[config.mk]
export PLATFORM = sky130hd
export DESIGN_NAME = dispatch_frontend
export DESIGN_NICKNAME = d
export VERILOG_FILES = /design/src/logic/frontend_pkg.sv /design/src/logic/fetch_latch.sv /design/src/logic/inst_decode.sv /design/src/logic/hold_stage.sv /design/src/logic/dispatch_stage.sv /design/src/logic/dispatch_frontend.sv
export SDC_FILE = /design/constraint.sdc
export NUM_CORES = 2
export LEC_CHECK = 0
export ABC_AREA = 0
export BUFFER_PORTS_ARGS = -buffer_cell sky130_fd_sc_hd__buf_4
export CAP_MARGIN = 40
export CORE_MARGIN = 2
export CORE_UTILIZATION = 30
export CTS_CLUSTER_DIAMETER = 40
export CTS_CLUSTER_SIZE = 10
export DETAILED_ROUTE_END_ITERATION = 6
export PLACE_DENSITY_LB_ADDON = 0.1
export SYNTH_ARGS = -nofsm -noshare
export SYNTH_HDL_FRONTEND = slang
export SYNTH_SLANG_ARGS = --single-unit
[constraint.sdc]
create_clock -name clock -period 4.95 [get_ports clock]
set_input_delay 0.2475 -clock clock [delete_from_list [all_inputs] [get_ports clock]]
set_output_delay 0.2475 -clock clock [all_outputs]
set_load 0.005 [all_outputs]
[src/logic/frontend_pkg.sv]
/*
 * Shared definitions for the dispatch front end: widths, RISC-V opcodes,
 * the instruction word union, fetch slots, micro-ops and dispatch lanes
 */
package frontend_pkg;

  localparam int FETCH_WIDTH    = 2;
  localparam int XLEN           = 32;
  localparam int REG_INDEX_BITS = 5;

  // Major opcodes accepted by the decoder
  localparam logic [6:0] OPC_OP     = 7'b0110011;
  localparam logic [6:0] OPC_OP_IMM = 7'b0010011;
  localparam logic [6:0] OPC_LOAD   = 7'b0000011;
  localparam logic [6:0] OPC_STORE  = 7'b0100011;
  localparam logic [6:0] OPC_BRANCH = 7'b1100011;

  // I-format view
  typedef struct packed {
    logic [11:0]               imm;
    logic [REG_INDEX_BITS-1:0] rs1;
    logic [2:0]                funct3;
    logic [REG_INDEX_BITS-1:0] rd;
    logic [6:0]                opcode;
  } i_form_t;

  // S-format view, immediate split around rs2/rs1
  typedef struct packed {
    logic [6:0]                imm_hi;
    logic [REG_INDEX_BITS-1:0] rs2;
    logic [REG_INDEX_BITS-1:0] rs1;
    logic [2:0]                funct3;
    logic [4:0]                imm_lo;
    logic [6:0]                opcode;
  } s_form_t;

  // One 32-bit word, read either way
  typedef union packed {
    i_form_t i_form;
    s_form_t s_form;
  } inst_word_t;

  typedef struct packed {
    logic [XLEN-1:0] pc;
    inst_word_t      inst;
    logic            valid;
  } fetch_slot_t;

  typedef fetch_slot_t [FETCH_WIDTH-1:0] fetch_bundle_t;

  typedef enum logic [1:0] {
    MEM_NONE = 2'd0,
    MEM_LD   = 2'd1,
    MEM_ST   = 2'd2
  } mem_type_t;

  typedef struct packed {
    logic                      valid;
    logic [XLEN-1:0]           pc;
    mem_type_t                 mem_type;
    logic [2:0]                funct3;
    logic [REG_INDEX_BITS-1:0] rd;
    logic [REG_INDEX_BITS-1:0] rs1;
    logic [REG_INDEX_BITS-1:0] rs2;
    logic                      rd_valid;
    logic [XLEN-1:0]           imm;     // sign-extended
  } uop_t;

  typedef uop_t [FETCH_WIDTH-1:0] uop_bundle_t;

  // Per-slot lanes; the unused lane at an index stays zero
  typedef struct packed {
    uop_t [FETCH_WIDTH-1:0] int_lane;
    uop_t [FETCH_WIDTH-1:0] mem_lane;
  } dispatch_t;

endpackage

[src/logic/fetch_latch.sv]
/*
 * Fetch bundle input register
 * Drops bundles under back-pressure and qualifies each slot valid
 */
module fetch_latch (
  input  logic                        clock,
  input  logic                        reset,
  input  logic                        flush,
  input  logic                        full,
  input  frontend_pkg::fetch_bundle_t bundle,
  input  logic                        bundle_valid,
  output frontend_pkg::fetch_bundle_t fetch_slots
);

  always_ff @(posedge clock) begin
    if (reset || flush || full) begin
      // Source holds its bundle while full, so nothing is lost here
      fetch_slots <= '0;
    end else begin
      for (int i = 0; i < frontend_pkg::FETCH_WIDTH; i++) begin
        fetch_slots[i].pc    <= bundle[i].pc;
        fetch_slots[i].inst  <= bundle[i].inst;
        fetch_slots[i].valid <= bundle_valid & bundle[i].valid;
      end
    end
  end

endmodule

[src/logic/inst_decode.sv]
/*
 * Combinational decode of each fetch slot into a micro-op
 * Handles OP, OP-IMM, LOAD, STORE and BRANCH; anything else becomes zero
 */
module inst_decode (
  input  frontend_pkg::fetch_bundle_t fetch_slots,
  output frontend_pkg::uop_bundle_t   decoded
);

  localparam int SEXT_BITS = frontend_pkg::XLEN - 12;

  always_comb begin
    frontend_pkg::inst_word_t inst;
    logic                     legal;

    decoded = '0;
    for (int i = 0; i < frontend_pkg::FETCH_WIDTH; i++) begin
      inst  = fetch_slots[i].inst;
      legal = 1'b1;

      case (inst.i_form.opcode)
        frontend_pkg::OPC_OP: begin
          decoded[i].mem_type = frontend_pkg::MEM_NONE;
          decoded[i].rd_valid = (inst.i_form.rd != '0);
          decoded[i].imm      = '0;
        end
        frontend_pkg::OPC_OP_IMM: begin
          decoded[i].mem_type = frontend_pkg::MEM_NONE;
          decoded[i].rd_valid = (inst.i_form.rd != '0);
          decoded[i].imm      = {{SEXT_BITS{inst.i_form.imm[11]}}, inst.i_form.imm};
        end
        frontend_pkg::OPC_LOAD: begin
          decoded[i].mem_type = frontend_pkg::MEM_LD;
          decoded[i].rd_valid = (inst.i_form.rd != '0);
          decoded[i].imm      = {{SEXT_BITS{inst.i_form.imm[11]}}, inst.i_form.imm};
        end
        frontend_pkg::OPC_STORE: begin
          // Immediate is split across the word in the S format
          decoded[i].mem_type = frontend_pkg::MEM_ST;
          decoded[i].rd_valid = 1'b0;
          decoded[i].imm      = {{SEXT_BITS{inst.s_form.imm_hi[6]}},
                                 inst.s_form.imm_hi, inst.s_form.imm_lo};
        end
        frontend_pkg::OPC_BRANCH: begin
          decoded[i].mem_type = frontend_pkg::MEM_NONE;
          decoded[i].rd_valid = 1'b0;
          decoded[i].imm      = '0;
        end
        default: begin
          legal = 1'b0;
        end
      endcase

      if (legal && fetch_slots[i].valid) begin
        decoded[i].valid  = 1'b1;
        decoded[i].pc     = fetch_slots[i].pc;
        decoded[i].funct3 = inst.i_form.funct3;
        decoded[i].rd     = inst.i_form.rd;
        decoded[i].rs1    = inst.i_form.rs1;
        // R-format rs2 sits at the same bits as the S-format field
        decoded[i].rs2    = inst.s_form.rs2;
      end else begin
        decoded[i] = '0;
      end
    end
  end

endmodule

[src/logic/hold_stage.sv]
/*
 * Stall-hold pipeline register
 * Captures its input on the first full cycle and replays it once full drops
 */
module hold_stage #(
  parameter int WIDTH = 1
) (
  input  logic             clock,
  input  logic             reset,
  input  logic             flush,
  input  logic             full,
  input  logic [WIDTH-1:0] data_in,
  output logic [WIDTH-1:0] data_out
);

  logic [WIDTH-1:0] held;
  logic             stall_prev;

  always_ff @(posedge clock) begin
    if (reset || flush) begin
      data_out   <= '0;
      held       <= '0;
      stall_prev <= 1'b0;
    end else if (full && !stall_prev) begin
      // First full cycle, keep what the previous stage offered
      data_out   <= '0;
      held       <= data_in;
      stall_prev <= 1'b1;
    end else if (full) begin
      data_out   <= '0;
    end else if (stall_prev) begin
      // Stall released, replay the held copy
      data_out   <= held;
      held       <= '0;
      stall_prev <= 1'b0;
    end else begin
      data_out   <= data_in;
    end
  end

endmodule

[src/logic/dispatch_stage.sv]
/*
 * Dispatch split into integer and memory lanes, followed by a hold register
 */
module dispatch_stage (
  input  logic                      clock,
  input  logic                      reset,
  input  logic                      flush,
  input  logic                      full,
  input  frontend_pkg::uop_bundle_t uops,
  output frontend_pkg::dispatch_t   dispatch
);

  localparam int DISPATCH_BITS = $bits(frontend_pkg::dispatch_t);

  frontend_pkg::dispatch_t routed;

  // Each slot keeps its index; only one lane carries it
  always_comb begin
    routed = '0;
    for (int i = 0; i < frontend_pkg::FETCH_WIDTH; i++) begin
      if (uops[i].mem_type == frontend_pkg::MEM_NONE) begin
        routed.int_lane[i] = uops[i];
      end else begin
        routed.mem_lane[i] = uops[i];
      end
    end
  end

  hold_stage #(
    .WIDTH (DISPATCH_BITS)
  ) u_hold_dispatch (
    .clock    (clock),
    .reset    (reset),
    .flush    (flush),
    .full     (full),
    .data_in  (routed),
    .data_out (dispatch)
  );

endmodule

[src/logic/dispatch_frontend.sv]
/*
 * Dispatch front end top: fetch latch, decode, decode hold stage and dispatch
 * Also forms the shared stall level from the downstream full inputs
 */
module dispatch_frontend (
  input  logic                        clock,
  input  logic                        reset,
  input  logic                        flush,
  input  frontend_pkg::fetch_bundle_t bundle,
  input  logic                        bundle_valid,
  input  logic                        int_full,
  input  logic                        mem_full,
  output logic                        stall,
  output frontend_pkg::dispatch_t     dispatch
);

  localparam int UOP_BUNDLE_BITS = $bits(frontend_pkg::uop_bundle_t);

  logic                        full;
  frontend_pkg::fetch_bundle_t fetch_slots;
  frontend_pkg::uop_bundle_t   decoded;
  frontend_pkg::uop_bundle_t   renamed_free;

  // One level of back-pressure for every stage
  assign full  = int_full | mem_full;
  assign stall = full;

  fetch_latch u_fetch_latch (
    .clock        (clock),
    .reset        (reset),
    .flush        (flush),
    .full         (full),
    .bundle       (bundle),
    .bundle_valid (bundle_valid),
    .fetch_slots  (fetch_slots)
  );

  inst_decode u_inst_decode (
    .fetch_slots (fetch_slots),
    .decoded     (decoded)
  );

  // Stage A, between decode and dispatch
  hold_stage #(
    .WIDTH (UOP_BUNDLE_BITS)
  ) u_hold_decode (
    .clock    (clock),
    .reset    (reset),
    .flush    (flush),
    .full     (full),
    .data_in  (decoded),
    .data_out (renamed_free)
  );

  dispatch_stage u_dispatch_stage (
    .clock    (clock),
    .reset    (reset),
    .flush    (flush),
    .full     (full),
    .uops     (renamed_free),
    .dispatch (dispatch)
  );

endmodule

==> metrics.yaml <==
outcome:
  status: "finished, final reports clean"
clock_tree:
  clk_path_buf_depth: 3
  cts_inserted_buffers: 147
  cts_root_buf: "clkbuf_16"
  cts.sinks: 924
  clkTransAtPathRegs_ps: 50
  insertion_delay_ps: 730
  cts_max_level: 4
  cts_tree: "yes"
route:
  drtPass1Iterations: 7
  wire_per_inst_um: 19.7
  vias_per_cell: 4.96
  wirelength_mm: 91.6
  remaining_drc_errors: 0
  drt_iter0_drc: 1344
  ant_nets: 0
  vias: 23048
power_and_ir_drop:
  power_density_nw_per_um2: 446
  cellLeakagePower_nw: 15.1
  ir_worst_vdd_mv: 0.237
synth:
  ys_seq_elements: 924
  synth_warnings: 0
  syn_inst: 2759
  synth_area_leaders: "dfxtp_1, a22oi_1, a22o_1"
  synth_nets: 2899
  synth_commonest_cells: "dfxtp_1, nor2_1, a22oi_1"
  synth_cell_types: 37
  yosysSeqAreaShare_pct: 61.8
  syn_area_um2: 30000
  ys.flop_type: "dfxtp_1"
  synth_edf_count: 0
  yosysTopAreaCell: "dfxtp_1"
  synth_most_common_cell: "dfxtp_1"
  synth_top_area_share_pct: 61.8
  synthArstFlopShare_pct: 0
  syn_area_per_cell_um2: 10.9
global_routing:
  grt_overflow: 0
  grt_pass1_vias: 23634
  antenna_found_initial: 7
  grt_pass1_wl_mm: 139
  grt_start_max_net_pins: 228
  grt_usage_pct: 17.5
sta:
  hold_viol_final: 0
  period_minus_slack_ps: 3730
  worst_slew_pin_slew_ps: 1250
  rsz0062_at_grt: "no"
  fin_setup_tns_ps: 0
  min_period_over_period_pct: 75.3
  maxSlewViolCount: 0
  setup_viol: 0
  max_freq_ghz: 0.268
  finClkSkew_ps: 29.0
  slew_headroom_pct: 16.8
  layout_setup_ws_ps: 1220
critical_path:
  crit_start: "u_hold_decode.stall_prev"
  slowest_stage: "dfxtp_4"
  cp.arrival_ps: 4390
  startpoint_type: "register"
  crit_chain: "inv_1 > ha_4 > buf_4 > and2_1 > a22o_1"
  path_class: "reg2reg"
  crit_path_max_incr_delay_ps: 930
  worst_r2r_endpoint: "u_hold_decode.held[9]"
  rr_worst_depth: 5
  cp-endpoint: "u_hold_decode.held[9]"
  critPathMaxFanout: 69
  worst_r2r_startpoint: "u_hold_decode.stall_prev"
  reg2reg_slack_ps: 1220
  cp.required_ps: 5610
  worst_setup_path_end_kind: "register"
die:
  io_pins: 481
  fp.dieArea_um2: 102000
  fp.dieW_um: 320
  fp-row-count: 115
  die_h_um: 320
  core_um2: 98700
  initial_core_util_pct: 30.3
placed_design:
  preCtsSetupSlack_ps: 1150
  gp_congestion: 0.746
  portBuffers: 480
  hpwlAfterDp_mm: 57.2
worst_hold_path:
  hold_path.class: "in2reg"
cells_and_area:
  final_util_pct: 41.0
  final_nets: 3389
  syn2layout_area_growth_pct: 35.1
  drive_gt1_share_pct: 23.8
run:
  maxCapViolCount: 0
layout make-up:
class	count	area (um2)
clock inverter	75	843
timing repair buffer	658	5570
fill	9496	58200
tap	1287	1610
antenna	2	5.00
clock buffer	179	4050
inverter	4	15.0
sequential	924	18500
multi-input combinational	1514	9870
cells in the final DEF, fill, tap and decap left out, types with 6 or more instances in the layout:
cell / count
nor3_4: 6
buf_16: 8
buf_12: 10
a21oi_1: 11
clkinvlp_4: 13
inv_6: 10
clkinv_2: 25
and3_1: 10
bufinv_16: 12
mux2i_1: 6
and2_1: 129
dlygate4sd3_1: 137
nand3b_1: 10
nor2_1: 498
a211oi_1: 10
buf_4: 502
a22o_1: 288
clkbuf_8: 17
nand2b_1: 11
a22oi_1: 481
nand2_1: 9
clkbuf_16: 151
clkinv_4: 10
clkbuf_1: 11
dfxtp_1: 922
sequential cells by signal, summed over array words and instances, names as in the netlist:
| register | flops |
|---|---|
| u_dispatch_stage.u_hold_dispatch.data_out | 264 |
| u_dispatch_stage.u_hold_dispatch.held | 264 |
| u_dispatch_stage.u_hold_dispatch.stall_prev | 1 |
| u_fetch_latch.fetch_slots | 130 |
| u_hold_decode.data_out | 132 |
| u_hold_decode.held | 132 |
| u_hold_decode.stall_prev | 1 |
worst max-delay path, delay by kind of cell, from the launching register on:
kind | cells | cell delay, ps
buf+inv | 2 | 1040
flops | 1 | 930
simple gates | 1 | 600
compound gates | 1 | 240
fa+ha+maj | 1 | 800
how the worst min path moves through the flow:
stage	start	end	slack (ps)	cells past startpoint
after floorplan	bundle[100]	u_fetch_latch.fetch_slots[100]	370	1
after global placement	bundle[68]	u_fetch_latch.fetch_slots[68]	450	2
after detailed placement	bundle[69]	u_fetch_latch.fetch_slots[69]	450	2
after CTS	bundle[69]	u_fetch_latch.fetch_slots[69]	210	3
after global routing	bundle[3]	u_fetch_latch.fetch_slots[3]	240	3
final	bundle[3]	u_fetch_latch.fetch_slots[3]	260	3
cell families (layout without fill, tap and decap cells):
family / count (synthesis) / in the layout / share of synthesized area, %
other cells: 0 / 2 / 0
fa+ha+maj: 4 / 4 / 0.167
mux: 6 / 6 / 0.201
flops: 924 / 924 / 61.8
compound gates: 797 / 797 / 21.4
simple gates: 707 / 707 / 11.0
buf+inv: 321 / 916 / 5.53
where the power goes:
group | switching [mW] | internal (mW) | leakage [nW] | total, mW
Clock | 3.60 | 6.45 | 2.39 | 10.1
Combinational | 0.302 | 0.199 | 5.28 | 0.501
Sequential | 0.0338 | 7.47 | 7.45 | 7.50
Total | 3.94 | 14.1 | 15.1 | 18.1
per-layer routing:
metal / vias up / wire length (um) / global-route usage [%]
li1: 10769 / - / -
met1: 11378 / 41100 / 22.5
met2: 717 / 42800 / 28.4
met3: 182 / 4630 / 3.48
met4: 2 / 3150 / 7.73
met5: - / 11 / 0
per-stage QoR:
step | cell area, um2 | power, mW | hold WS, ps | instances
final | 40500 | 18.1 | 260 | 4643
after detailed placement | 34200 | 8.07 | 453 | 4250
after global routing | 40500 | 18.7 | 237 | 4641
after floorplan | 30000 | 7.83 | 369 | 2759
after global placement | 33900 | 8.05 | 451 | 4237
after CTS | 40500 | 18.3 | 206 | 4641
timing repair:
item | CTS | global route
hold buffers | 137 | 0
resized for setup | 0 | 0
buffers inserted | 0 | 0
hold endpoints to repair | 136 | 0
No activity file was read; power rests on OpenSTA's default activity.
